[config.mk]
export PLATFORM = sky130hd
export DESIGN_NAME = chip_link_top
export DESIGN_NICKNAME = d
export VERILOG_FILES = /design/src/common/link_pkg.sv /design/src/common/board_pkg.sv /design/src/rtl/hold_timer.sv /design/src/rtl/button_conditioner.sv /design/src/rtl/seg_display.sv /design/src/master/switch_encoder.sv /design/src/master/master_control.sv /design/src/slave/slave_control.sv /design/src/rtl/chip_link_top.sv
export SDC_FILE = /design/constraint.sdc
export NUM_CORES = 1
export LEC_CHECK = 0
export BUFFER_PORTS_ARGS = -buffer_cell sky130_fd_sc_hd__buf_2
export CORE_MARGIN = 2
export CORE_UTILIZATION = 45
export DETAILED_ROUTE_END_ITERATION = 16
export PLACE_DENSITY = 0.66
export SLEW_MARGIN = 5
export SYNTH_ARGS = -nofsm -noshare
export SYNTH_HDL_FRONTEND = slang
export SYNTH_SLANG_ARGS = --single-unit
[constraint.sdc]
create_clock -name clk -period 3.8 [get_ports clk]
set_input_delay 0.38 -clock clk [delete_from_list [all_inputs] [get_ports clk]]
set_output_delay 0.38 -clock clk [all_outputs]
set_load 0.01 [all_outputs]
[src/common/link_pkg.sv]
package link_pkg;

    ////////////////////////////////
    // Link payload
    ////////////////////////////////

    // Width of the digit carried on link_data
    localparam int LINK_DATA_W = 3;

    // One switch index, 0 to 7
    typedef logic [LINK_DATA_W-1:0] link_data_t;

    ////////////////////////////////
    // Controller states
    ////////////////////////////////

    // Master side of the handshake
    typedef enum logic [1:0] {
        // Idle, waiting for a button press
        M_WAIT_RQST,
        // request2s held until the slave answers
        M_WAIT_ACK,
        // Notice LED lit for the hold period
        M_HOLD_NOTICE,
        // valid and link_data held until the receipt ack
        M_SEND_DATA
    } master_state_t;

    // Slave side of the handshake
    typedef enum logic [1:0] {
        S_WAIT_RQST,
        // Notice LED lit, ack follows at the end of the hold
        S_HOLD_NOTICE,
        S_WAIT_DATA
    } slave_state_t;

endpackage

[src/common/board_pkg.sv]
package board_pkg;

    ////////////////////////////////
    // Board I/O widths
    ////////////////////////////////

    // Slide switches, one per digit
    localparam int NUM_SWITCHES = 8;

    // Segments a to g, no decimal point
    localparam int NUM_SEGMENTS = 7;

    ////////////////////////////////
    // Board I/O types
    ////////////////////////////////

    // Raw switch inputs, expected one-hot
    typedef logic [NUM_SWITCHES-1:0] switch_t;

    // A digit as one line per value
    typedef logic [NUM_SWITCHES-1:0] onehot_digit_t;

    // Active low segment drive
    // Bit 0 is segment a, bit 6 is segment g
    typedef logic [NUM_SEGMENTS-1:0] seg_t;

endpackage

[src/rtl/hold_timer.sv]
`timescale 1ns/1ps

module hold_timer #(
    parameter int unsigned HOLD_CYCLES = 100_000_000
) (
    input  logic clk,
    input  logic rst_n,
    input  logic start,
    output logic done
);

    // Counter just wide enough for the last count
    localparam int CNT_W = (HOLD_CYCLES > 0) ? $clog2(HOLD_CYCLES + 1) : 1;
    localparam logic [CNT_W-1:0] LAST_COUNT = CNT_W'(HOLD_CYCLES);

    logic [CNT_W-1:0] count;

    // End of interval, only while start is held
    assign done = start && (count == LAST_COUNT);

    always_ff @(posedge clk) begin
        if (!rst_n) begin
            count <= '0;
        end else if (!start) begin
            // Idle, hold at zero
            count <= '0;
        end else if (done) begin
            // Wrap so a held start gives a periodic done
            count <= '0;
        end else begin
            count <= count + 1'b1;
        end
    end

endmodule

[src/rtl/button_conditioner.sv]
`timescale 1ns/1ps

module button_conditioner #(
    parameter int unsigned DEBOUNCE_LEN = 4
) (
    input  logic clk,
    input  logic rst_n,
    input  logic btn,
    output logic pulse
);

    ////////////////////////////////
    // Debounce
    ////////////////////////////////

    // Newest sample in bit 0
    logic [DEBOUNCE_LEN-1:0] samples;
    logic [DEBOUNCE_LEN:0]   shifted;
    logic                    stable;
    logic                    stable_d;

    assign shifted = {samples, btn};

    // Accepted only after a full window of highs
    assign stable = &samples;

    always_ff @(posedge clk) begin
        if (!rst_n) begin
            samples <= '0;
        end else begin
            samples <= shifted[DEBOUNCE_LEN-1:0];
        end
    end

    ////////////////////////////////
    // One pulse
    ////////////////////////////////

    // Rising edge of the debounced level
    // Level must drop before the next pulse
    always_ff @(posedge clk) begin
        if (!rst_n) begin
            stable_d <= 1'b0;
            pulse    <= 1'b0;
        end else begin
            stable_d <= stable;
            pulse    <= stable & ~stable_d;
        end
    end

endmodule

[src/rtl/seg_display.sv]
`timescale 1ns/1ps

module seg_display import link_pkg::*, board_pkg::*; (
    input  link_data_t digit,
    output seg_t       seg
);

    onehot_digit_t onehot;

    // Binary digit to one line per value
    assign onehot = onehot_digit_t'(1) << digit;

    ////////////////////////////////
    // Segment map
    ////////////////////////////////

    // Segment is dark (high) for every digit listed
    always_comb begin
        // a, off for 1 and 4
        seg[0] = onehot[1] | onehot[4];
        // b, off for 5 and 6
        seg[1] = onehot[5] | onehot[6];
        // c, off for 2 only
        seg[2] = onehot[2];
        // d
        seg[3] = onehot[1] | onehot[4] | onehot[7];
        // e, lower left, lit only on 0, 2, 6
        seg[4] = onehot[1] | onehot[3] | onehot[4] | onehot[5] | onehot[7];
        // f
        seg[5] = onehot[1] | onehot[2] | onehot[3] | onehot[7];
        // g, middle bar
        seg[6] = onehot[0] | onehot[1] | onehot[7];
    end

endmodule

[src/master/switch_encoder.sv]
`timescale 1ns/1ps

module switch_encoder import link_pkg::*, board_pkg::*; (
    input  switch_t    switches,
    output link_data_t digit
);

    // Index of the single set switch
    // Zero or several set switches fall back to 0
    always_comb begin
        case (switches)
            8'b0000_0001: digit = 3'd0;
            8'b0000_0010: digit = 3'd1;
            8'b0000_0100: digit = 3'd2;
            8'b0000_1000: digit = 3'd3;
            8'b0001_0000: digit = 3'd4;
            8'b0010_0000: digit = 3'd5;
            8'b0100_0000: digit = 3'd6;
            8'b1000_0000: digit = 3'd7;
            // Not one-hot
            default:      digit = 3'd0;
        endcase
    end

endmodule

[src/master/master_control.sv]
`timescale 1ns/1ps

module master_control import link_pkg::*; #(
    parameter int unsigned HOLD_CYCLES = 100_000_000
) (
    input  logic       clk,
    input  logic       rst_n,
    input  logic       request,
    input  logic       ack,
    input  link_data_t switch_digit,
    output logic       request2s,
    output logic       valid,
    output logic       notice,
    output link_data_t data
);

    master_state_t state;
    master_state_t next_state;
    logic          next_request2s;
    logic          next_valid;
    logic          next_notice;
    link_data_t    next_data;

    // Hold timer control
    logic timer_start;
    logic next_timer_start;
    logic timer_done;

    hold_timer #(
        .HOLD_CYCLES (HOLD_CYCLES)
    ) u_hold_timer (
        .clk   (clk),
        .rst_n (rst_n),
        .start (timer_start),
        .done  (timer_done)
    );

    ////////////////////////////////
    // State and output registers
    ////////////////////////////////

    always_ff @(posedge clk) begin
        if (!rst_n) begin
            state       <= M_WAIT_RQST;
            request2s   <= 1'b0;
            valid       <= 1'b0;
            notice      <= 1'b0;
            data        <= '0;
            timer_start <= 1'b0;
        end else begin
            state       <= next_state;
            request2s   <= next_request2s;
            valid       <= next_valid;
            notice      <= next_notice;
            data        <= next_data;
            timer_start <= next_timer_start;
        end
    end

    ////////////////////////////////
    // Next state logic
    ////////////////////////////////

    always_comb begin
        next_state       = state;
        next_request2s   = request2s;
        next_valid       = valid;
        next_notice      = notice;
        next_data        = data;
        next_timer_start = timer_start;
        case (state)
            M_WAIT_RQST: begin
                // Button pulse only counts here
                if (request) begin
                    next_state     = M_WAIT_ACK;
                    next_request2s = 1'b1;
                end
            end
            M_WAIT_ACK: begin
                // Request seen by slave, light the notice
                if (ack) begin
                    next_state       = M_HOLD_NOTICE;
                    next_request2s   = 1'b0;
                    next_notice      = 1'b1;
                    next_timer_start = 1'b1;
                end
            end
            M_HOLD_NOTICE: begin
                // Switches sampled once, at the end of the hold
                if (timer_done) begin
                    next_state       = M_SEND_DATA;
                    next_notice      = 1'b0;
                    next_timer_start = 1'b0;
                    next_valid       = 1'b1;
                    next_data        = switch_digit;
                end
            end
            M_SEND_DATA: begin
                // Keep data stable until the receipt ack
                if (ack) begin
                    next_state = M_WAIT_RQST;
                    next_valid = 1'b0;
                    next_data  = '0;
                end
            end
            default: begin
                next_state = M_WAIT_RQST;
            end
        endcase
    end

endmodule

[src/slave/slave_control.sv]
`timescale 1ns/1ps

module slave_control import link_pkg::*; #(
    parameter int unsigned HOLD_CYCLES = 100_000_000
) (
    input  logic       clk,
    input  logic       rst_n,
    input  logic       request,
    input  logic       valid,
    input  link_data_t data_in,
    output logic       ack,
    output logic       notice,
    output link_data_t digit
);

    slave_state_t state;
    slave_state_t next_state;
    logic         next_ack;
    logic         next_notice;
    link_data_t   next_digit;

    logic timer_start;
    logic next_timer_start;
    logic timer_done;

    hold_timer #(
        .HOLD_CYCLES (HOLD_CYCLES)
    ) u_hold_timer (
        .clk   (clk),
        .rst_n (rst_n),
        .start (timer_start),
        .done  (timer_done)
    );

    ////////////////////////////////
    // State and output registers
    ////////////////////////////////

    // Digit register drives the display, so it clears to 0
    always_ff @(posedge clk) begin
        if (!rst_n) begin
            state       <= S_WAIT_RQST;
            ack         <= 1'b0;
            notice      <= 1'b0;
            digit       <= '0;
            timer_start <= 1'b0;
        end else begin
            state       <= next_state;
            ack         <= next_ack;
            notice      <= next_notice;
            digit       <= next_digit;
            timer_start <= next_timer_start;
        end
    end

    ////////////////////////////////
    // Next state logic
    ////////////////////////////////

    always_comb begin
        next_state       = state;
        // Ack is a one cycle strobe
        next_ack         = 1'b0;
        next_notice      = notice;
        next_digit       = digit;
        next_timer_start = timer_start;
        case (state)
            S_WAIT_RQST: begin
                if (request) begin
                    next_state       = S_HOLD_NOTICE;
                    next_notice      = 1'b1;
                    next_timer_start = 1'b1;
                end
            end
            S_HOLD_NOTICE: begin
                // First ack, request seen
                if (timer_done) begin
                    next_state       = S_WAIT_DATA;
                    next_notice      = 1'b0;
                    next_timer_start = 1'b0;
                    next_ack         = 1'b1;
                end
            end
            S_WAIT_DATA: begin
                // Second ack, data latched
                if (valid) begin
                    next_state = S_WAIT_RQST;
                    next_digit = data_in;
                    next_ack   = 1'b1;
                end
            end
            default: begin
                next_state = S_WAIT_RQST;
            end
        endcase
    end

endmodule

[src/rtl/chip_link_top.sv]
`timescale 1ns/1ps

module chip_link_top import link_pkg::*, board_pkg::*; #(
    parameter int unsigned HOLD_CYCLES  = 100_000_000,
    parameter int unsigned DEBOUNCE_LEN = 4
) (
    input  logic       clk,
    input  logic       rst_n,
    input  switch_t    switches,
    input  logic       request_btn,
    output logic       notice_master,
    output logic       notice_slave,
    output logic       request2s,
    output logic       ack,
    output logic       valid,
    output link_data_t link_data,
    output seg_t       seven_seg
);

    logic       request_pulse;
    link_data_t switch_digit;
    link_data_t slave_digit;

    ////////////////////////////////
    // Master board
    ////////////////////////////////

    button_conditioner #(
        .DEBOUNCE_LEN (DEBOUNCE_LEN)
    ) u_button_conditioner (
        .clk   (clk),
        .rst_n (rst_n),
        .btn   (request_btn),
        .pulse (request_pulse)
    );

    switch_encoder u_switch_encoder (
        .switches (switches),
        .digit    (switch_digit)
    );

    master_control #(
        .HOLD_CYCLES (HOLD_CYCLES)
    ) u_master_control (
        .clk          (clk),
        .rst_n        (rst_n),
        .request      (request_pulse),
        .ack          (ack),
        .switch_digit (switch_digit),
        .request2s    (request2s),
        .valid        (valid),
        .notice       (notice_master),
        .data         (link_data)
    );

    ////////////////////////////////
    // Slave board
    ////////////////////////////////

    // Link wires run straight across
    slave_control #(
        .HOLD_CYCLES (HOLD_CYCLES)
    ) u_slave_control (
        .clk     (clk),
        .rst_n   (rst_n),
        .request (request2s),
        .valid   (valid),
        .data_in (link_data),
        .ack     (ack),
        .notice  (notice_slave),
        .digit   (slave_digit)
    );

    seg_display u_seg_display (
        .digit (slave_digit),
        .seg   (seven_seg)
    );

endmodule

==> results by group, run 1 <==
Synth
  – Unique masters post-synth: 42
  – Syn_nets: 448
  – Ys flop type: dfxtp_1
  – Yosys reg bits: 75
  – Avg Synthesized Cell Area: 8.432 um2
  – Number of synthesized flops with an enable pin: 0
  – Mapped Cells: 426
  – Synthesized cell area: 3592 um2
  – Yosys warning count: 0
  – Seq/Total Area, Yosys: 41.80%
  – Asr flop ratio synth: 0%

Hold path
  – Worst hold path depth: 2
  – Hold Path Sink: u_button_conditioner.samples[0]$_SDFF_PN0_
  – Min-delay src: request_btn
  – Hold WC Path Type: in -> reg

Layout
  – Design Area, Final: 3990 um2
  – Area Overhead vs Synth: 11.08%
  – Layout cells sized above 1: 9.934%
  – Most common cell after layout, fill and taps aside: dfxtp_1
  – Antenna Cells: 0
  – Fillers: 733
  – Total area of sequential cells: 1501 um2
  – Area of the multi-input gates: 1953 um2
  – Most frequent cells in the layout: dfxtp_1 (75), nor2_1 (70), nand2_1 (35), xnor2_1 (29), nand3_1 (26)
  – NumNets Final: 472

Place
  – # port buffers: 25
  – Dpl cell area: 3786 um2
  – HPWL Detailed: 4.680 mm
  – GPL Wtd Cong: 0.8224

Floorplan
  – Die width: 93.35 um
  – Initial core utilization: 46.49%
  – Num ports: 26
  – Die Ht: 93.35 um
  – Core ar.: 7727 um2
  – Row cnt: 32
  – Die ar.: 8713 um2

Timing
  – Setup_tns: 0 ns
  – Setup violators final: 0
  – Tcrit/Tclk final: 66.91%
  – Maximum clock frequency: 0.3933 GHz
  – Worst-margin pin slew: 1.085 ns
  – Final min period: 2.542 ns
  – Relative slew slack: 26.98%
  – Pins over their slew limit: 0
  – RSZ-0062 raised after global routing: false
  – Layout Skew: 0.01402 ns
  – Hold Fails Final Rpt: 0

Critical path
  – Critical path data arrival time: 2.74 ns
  – Worst r2r dst: u_slave_control.u_hold_timer.count[18]$_SDFF_PP0_
  – CP max FO: 27
  – Worst r2r src: u_slave_control.u_hold_timer.count[18]$_SDFF_PP0_
  – Crit path kind: reg -> reg
  – R2R setup slack: 1.26 ns
  – CP endpoint kind: register
  – Req. time, crit path: 3.99 ns
  – Worst setup SP type: register
  – Reg2Reg Depth: 5

CTS
  – Postcts setup bufs: 0
  – Clock root cell: clkbuf_8
  – Total CTS buffers: 9
  – Clk pin slew, worst setup/hold paths: 0.08 ns
  – Hold_buf cts: 0
  – CTS tree: yes
  – Skew-Pair Late Insertion Delay: 0.34 ns
  – Post-cts gate resize count: 0
  – Htree depth: 3
  – Clock Sinks: 75
  – Clock Tree Buf Depth: 2

Global route
  – First-pass GRT wire length: 11.61 mm
  – Antenna violations before repair: 0
  – Total Routing Usage GR: 16.41%
  – Grt met3 use: 4.351%
  – Vias in the first global route: 2,576
  – Most Used Layer, Global Route: met2
  – Remaining global-route overflow: 0
  – Pin count of the biggest net entering global routing: 28
  – Met1 usage: 21.21%
  – GR met2 Demand/Resource: 26.80%

Routing
  – Vias: 2,868
  – Post-Route WL: 6.755 mm
  – Vias per inst: 5.168
  – DRC: 0
  – Post-route ant nets: 0
  – DR iter-0 viols: 107
  – WL per Instance: 12.17 um
  – 1st-pass router iterations: 4

Power
  – Pwr/cell area: 384.1 nW/um2
  – Pleak: 1.317 nW
  – Peak supply drop: 261.0 uV

Status
  – Status: finished clean

Run
  – Max cap viols: 0
## routing by layer
layer	routed length [um]	share of wire [%]
met5	0	0
met4	67	0.99
met3	233	3.4
met2	3212	48
met1	3242	48
## power by group
part / leakage [nW] / internal (mW) / switching [mW]
clock: 0.0972 / 0.361 / 0.282
combinational: 0.615 / 0.0334 / 0.0520
sequential: 0.605 / 0.796 / 0.00877
total: 1.32 / 1.19 / 0.343
## final cells by class
cell class              instances  area share [%]
multi-input cells             318           48.95
flip-flops and latches         75           37.63
well taps                     102           3.198
repair buffers                 25           3.136
clock buffers                   9           3.104
clock inverters                 5           2.007
inverters                      21           1.976
## synthesized netlist by cell type (2+ instances only)
library cell | instances | area share, %
a21oi_1 | 11 | 1.5
and2_1 | 5 | 0.87
and3_1 | 8 | 1.4
and4_1 | 7 | 1.7
buf_2 | 5 | 0.70
clkbuf_1 | 6 | 0.63
dfxtp_1 | 75 | 42
ha_1 | 11 | 3.8
inv_1 | 21 | 2.2
nand2_1 | 35 | 3.7
nand2b_1 | 3 | 0.52
nand3_1 | 26 | 3.6
nand3b_1 | 2 | 0.42
nand4_1 | 19 | 3.3
nor2_1 | 70 | 7.3
nor2b_1 | 4 | 0.70
nor3_1 | 10 | 1.4
nor4_1 | 9 | 1.6
nor4_4 | 2 | 1.2
nor4b_1 | 3 | 0.73
o211ai_1 | 7 | 1.5
o21a_1 | 2 | 0.42
o21ai_0 | 12 | 1.7
o21ai_1 | 2 | 0.28
o31ai_1 | 2 | 0.42
or2_2 | 2 | 0.35
xnor2_1 | 29 | 7.1
xor2_1 | 24 | 5.9
## logic make-up (layout without fill, tap and decap cells)
family,after synthesis,after routing,synth area share [%]
buf+inv,33,60,3.831
simple gates,211,211,30.13
compound gates,43,43,7.489
fa+ha+maj,11,11,3.831
flops,75,75,41.80
xor+xnor,53,53,12.92
## worst max-delay path by stage
stage | startpoint | end | slack (ns) | depth (start not counted)
floorplan | u_master_control.u_hold_timer.count[2]$_SDFF_PP0_ | u_master_control.data[2]$_SDFFE_PN0P_ | 1.83 | 7
global placement | u_slave_control.u_hold_timer.count[8]$_SDFF_PP0_ | u_slave_control.u_hold_timer.count[24]$_SDFF_PP0_ | 1.35 | 5
detailed placement | u_slave_control.u_hold_timer.count[8]$_SDFF_PP0_ | u_slave_control.u_hold_timer.count[12]$_SDFF_PP0_ | 1.23 | 5
CTS | u_slave_control.u_hold_timer.count[8]$_SDFF_PP0_ | u_slave_control.u_hold_timer.count[18]$_SDFF_PP0_ | 1.21 | 5
global route | u_slave_control.u_hold_timer.count[8]$_SDFF_PP0_ | u_slave_control.u_hold_timer.count[19]$_SDFF_PP0_ | 0.95 | 5
finish | u_slave_control.u_hold_timer.count[18]$_SDFF_PP0_ | u_slave_control.u_hold_timer.count[18]$_SDFF_PP0_ | 1.26 | 5
## critical path: stages (launching register included)
cell and delay, ns:
dfxtp_1 0.44, nor4b_1 0.26, nand4_1 0.17, nor4_1 0.55
nand3b_1 0.82, nor2_1 0.13
## flip-flops by register name (all words and copies together) (netlist names), 2 cells and up
register,count
u_slave_control.u_hold_timer.count,27
u_master_control.state,2
u_master_control.u_hold_timer.count,27
u_button_conditioner.samples,4
u_master_control.data,3
u_slave_control.state,2
u_slave_control.digit,3
## metrics by stage
| stage | power, mW | hold slack [ns] | util, % | std cells | setup WS, ns |
|---|---|---|---|---|---|
| 2_1_floorplan | 0.8836 | 0.3674 | - | 426 | 1.827 |
| 3_3_place_gp | 0.9063 | 0.3718 | 49.00 | 541 | 1.349 |
| 3_5_place_dp | 0.9088 | 0.3796 | 49.00 | 541 | 1.228 |
| 4_1_cts | 1.550 | 0.2277 | 51.64 | 555 | 1.213 |
| 5_1_grt | 1.604 | 0.2321 | 51.64 | 555 | 0.9531 |
| 6_report | 1.533 | 0.2409 | 51.64 | 555 | 1.258 |
Note: power is estimated with default switching activity, not from simulation.
==> inputs of run 2 (changes only) <==
clock period = 2.5 ns   (was 3.8 ns; I/O delays follow)
==> results by group, run 2 (same netlist as run 1, synthesis figures left out) <==
Status
  – Status: finished clean (unchanged)

CTS
  – Clk pin slew, worst setup/hold paths: 0.07 ns (was 0.08 ns)
  – Clock root cell: clkbuf_8 (unchanged)
  – Postcts setup bufs: 0 (unchanged)
  – Htree depth: 3 (unchanged)
  – Clock Tree Buf Depth: 2 (unchanged)
  – Hold_buf cts: 0 (unchanged)
  – Skew-Pair Late Insertion Delay: 0.35 ns (was 0.34 ns)
  – CTS tree: yes (unchanged)
  – Total CTS buffers: 9 (unchanged)
  – Clock Sinks: 75 (unchanged)
  – Post-cts gate resize count: 0 (unchanged)

Global route
  – Remaining global-route overflow: 0 (unchanged)
  – Total Routing Usage GR: 16.56% (was 16.41%)
  – Antenna violations before repair: 0 (unchanged)
  – First-pass GRT wire length: 11.62 mm (was 11.61 mm)
  – Pin count of the biggest net entering global routing: 28 (unchanged)
  – Vias in the first global route: 2,624 (was 2,576)

Routing
  – WL per Instance: 12.17 um (about the same)
  – Post-route ant nets: 0 (unchanged)
  – Vias: 2,873 (was 2,868)
  – DR iter-0 viols: 99 (was 107)
  – 1st-pass router iterations: 5 (was 4)
  – DRC: 0 (unchanged)
  – Post-Route WL: 6.840 mm (was 6.755 mm)
  – Vias per inst: 5.112 (was 5.168)

Power
  – Psw: 0.5275 mW (was 0.3426 mW)
  – Comb pwr share: 5.6% (about the same)
  – P_int: 1.849 mW (was 1.190 mW)
  – Register share of total power: 51.4% (was 52.5%)
  – Switching share of total power: 22.19% (was 22.35%)
  – Clk pwr share: 43.0% (was 42.0%)
  – Pleak: 1.359 nW (was 1.317 nW)
  – Peak supply drop: 413.4 uV (was 261.0 uV)
  – Pwr/cell area: 587.4 nW/um2 (was 384.1 nW/um2)

Critical path
  – CP endpoint kind: register (unchanged)
  – Critical-path cell list: nor4b_1 -> nand4_1 -> or4_1 -> nand3_2 -> nor2_1 (was nor4b_1 -> nand4_1 -> nor4_1 -> nand3b_1 -> nor2_1)
  – Req. time, crit path: 2.71 ns (was 3.99 ns)
  – CP max FO: 27 (unchanged)
  – Crit path buf inv count: 0 (unchanged)
  – Slowest CP cell: or4_1 (was nand3b_1)
  – Critical path data arrival time: 2.40 ns (was 2.74 ns)
  – CP max stage delay: 0.67 ns (was 0.82 ns)
  – Worst setup SP type: register (unchanged)
  – Crit path kind: reg -> reg (unchanged)
  – Cell family with most CP delay: simple AND/OR/NAND/NOR gates (unchanged)

Timing
  – Worst-margin pin slew: 0.5328 ns (was 1.085 ns)
  – Relative slew slack: 64.44% (was 26.98%)
  – Setup_tns: 0 ns (unchanged)
  – Final min period: 2.186 ns (was 2.542 ns)
  – Layout Skew: 0.006091 ns (was 0.01402 ns)
  – Tcrit/Tclk final: 87.43% (was 66.91%)
  – Pins over their slew limit: 0 (unchanged)
  – Maximum clock frequency: 0.4575 GHz (was 0.3933 GHz)
  – Hold Fails Final Rpt: 0 (unchanged)
  – Fin worst setup slack: 0.3143 ns (was 1.258 ns)
  – RSZ-0062 raised after global routing: false (unchanged)
  – Setup violators final: 0 (unchanged)

Floorplan
  – Initial core utilization: 46.49% (unchanged)
  – Die ar.: 8713 um2 (unchanged)
  – Num ports: 26 (unchanged)
  – Row cnt: 32 (unchanged)
  – Core ar.: 7727 um2 (unchanged)
  – Die width: 93.35 um (unchanged)
  – Die Ht: 93.35 um (unchanged)

Layout
  – Most common cell after layout, fill and taps aside: dfxtp_1 (unchanged)
  – Largest registers: u_master_control.u_hold_timer.count x27, u_slave_control.u_hold_timer.count x27, u_button_conditioner.samples x4 (unchanged)
  – Area Overhead vs Synth: 12.64% (was 11.08%)
  – NumNets Final: 478 (was 472)
  – Layout cells sized above 1: 11.09% (was 9.934%)
  – Design Area, Final: 4046 um2 (was 3990 um2)
  – Fillers: 743 (was 733)
  – Most frequent cells in the layout: dfxtp_1 (75), nor2_1 (70), nand2_1 (35), xnor2_1 (29), nand3_1 (26) (unchanged)
  – Antenna Cells: 0 (unchanged)

Place
  – Place WS: 0.3047 ns (was 1.228 ns)
  – # port buffers: 25 (unchanged)
  – Dpl cell area: 3831 um2 (was 3786 um2)
  – HPWL Detailed: 4.827 mm (was 4.680 mm)
  – GPL Wtd Cong: 0.7796 (was 0.8224)

Run
  – Max cap viols: 0 (unchanged)

Hold path
  – Hold WC Path Type: in -> reg (unchanged)
## run 2: cell types whose count changed in the layout (fill, tap and decap cells not counted)
cell,before,now
clkbuf_1,0,1
inv_6,0,1
buf_4,0,6
clkbuf_8,9,10
clkinvlp_4,2,0
## run 2: worst register-to-register path, cell delays in order (launching register included)
cell     delay [ns]
dfxtp_1        0.41
nor4b_1        0.27
nand4_1        0.16
or4_1          0.67
nand3_2        0.44
nor2_1         0.12
## run 2: routing by layer
| metal | share of wire (%) | GRT usage, % | up-vias |
|---|---|---|---|
| li1 | - | - | 1522 |
| met1 | 48 | 20.15 | 1311 |
| met2 | 48 | 27.82 | 32 |
| met3 | 3.0 | 5.077 | 8 |
| met4 | 0.95 | 5.515 | 0 |
| met5 | 0 | 0 | - |
## run 2: power groups by stage
| stage | Clock, mW | Sequential (mW) | Combinational (mW) |
|---|---|---|---|
| after floorplan | 0 | 1.25 | 0.0926 |
| after global placement | 0 | 1.25 | 0.132 |
| after detailed placement | 0 | 1.25 | 0.136 |
| after CTS | 1.05 | 1.22 | 0.136 |
| after global routing | 1.09 | 1.22 | 0.157 |
| final | 1.02 | 1.22 | 0.133 |
## run 2: per-stage QoR
step           power, mW  hold slack, ns  util [%]  cells
3_3_place_gp       1.381          0.3725     49.58    547
3_5_place_dp       1.387          0.3823     49.58    547
4_1_cts            2.405         0.08985     52.36    562
2_1_floorplan      1.343          0.3674         -    426
6_report           2.377          0.1048     52.36    562
5_1_grt            2.469          0.1003     52.36    562
## run 2: area by class of cell
cell class                      count  area [um2]  area share [%]
Sequential cell                    75        1501           37.11
Clock buffer                       11       141.4           3.494
Clock inverter                      4       73.82           1.824
Tap cell                          102       127.6           3.154
Inverter                           21       78.83           1.948
Timing Repair Buffer               31       170.2           4.205
Multi-Input combinational cell    318        1953           48.27
## run 2: final timing paths
check | from | end | slack, ns | cells after the start
min | request_btn | u_button_conditioner.samples[0]$_SDFF_PN0_ | 0.10 | 2
max | u_master_control.u_hold_timer.count[8]$_SDFF_PP0_ | u_master_control.u_hold_timer.count[8]$_SDFF_PP0_ | 0.31 | 5
min reg2reg | u_button_conditioner.stable_d$_SDFF_PN0_ | u_button_conditioner.pulse$_SDFF_PN0_ | 0.39 | 1
max reg2reg | u_master_control.u_hold_timer.count[8]$_SDFF_PP0_ | u_master_control.u_hold_timer.count[8]$_SDFF_PP0_ | 0.31 | 5
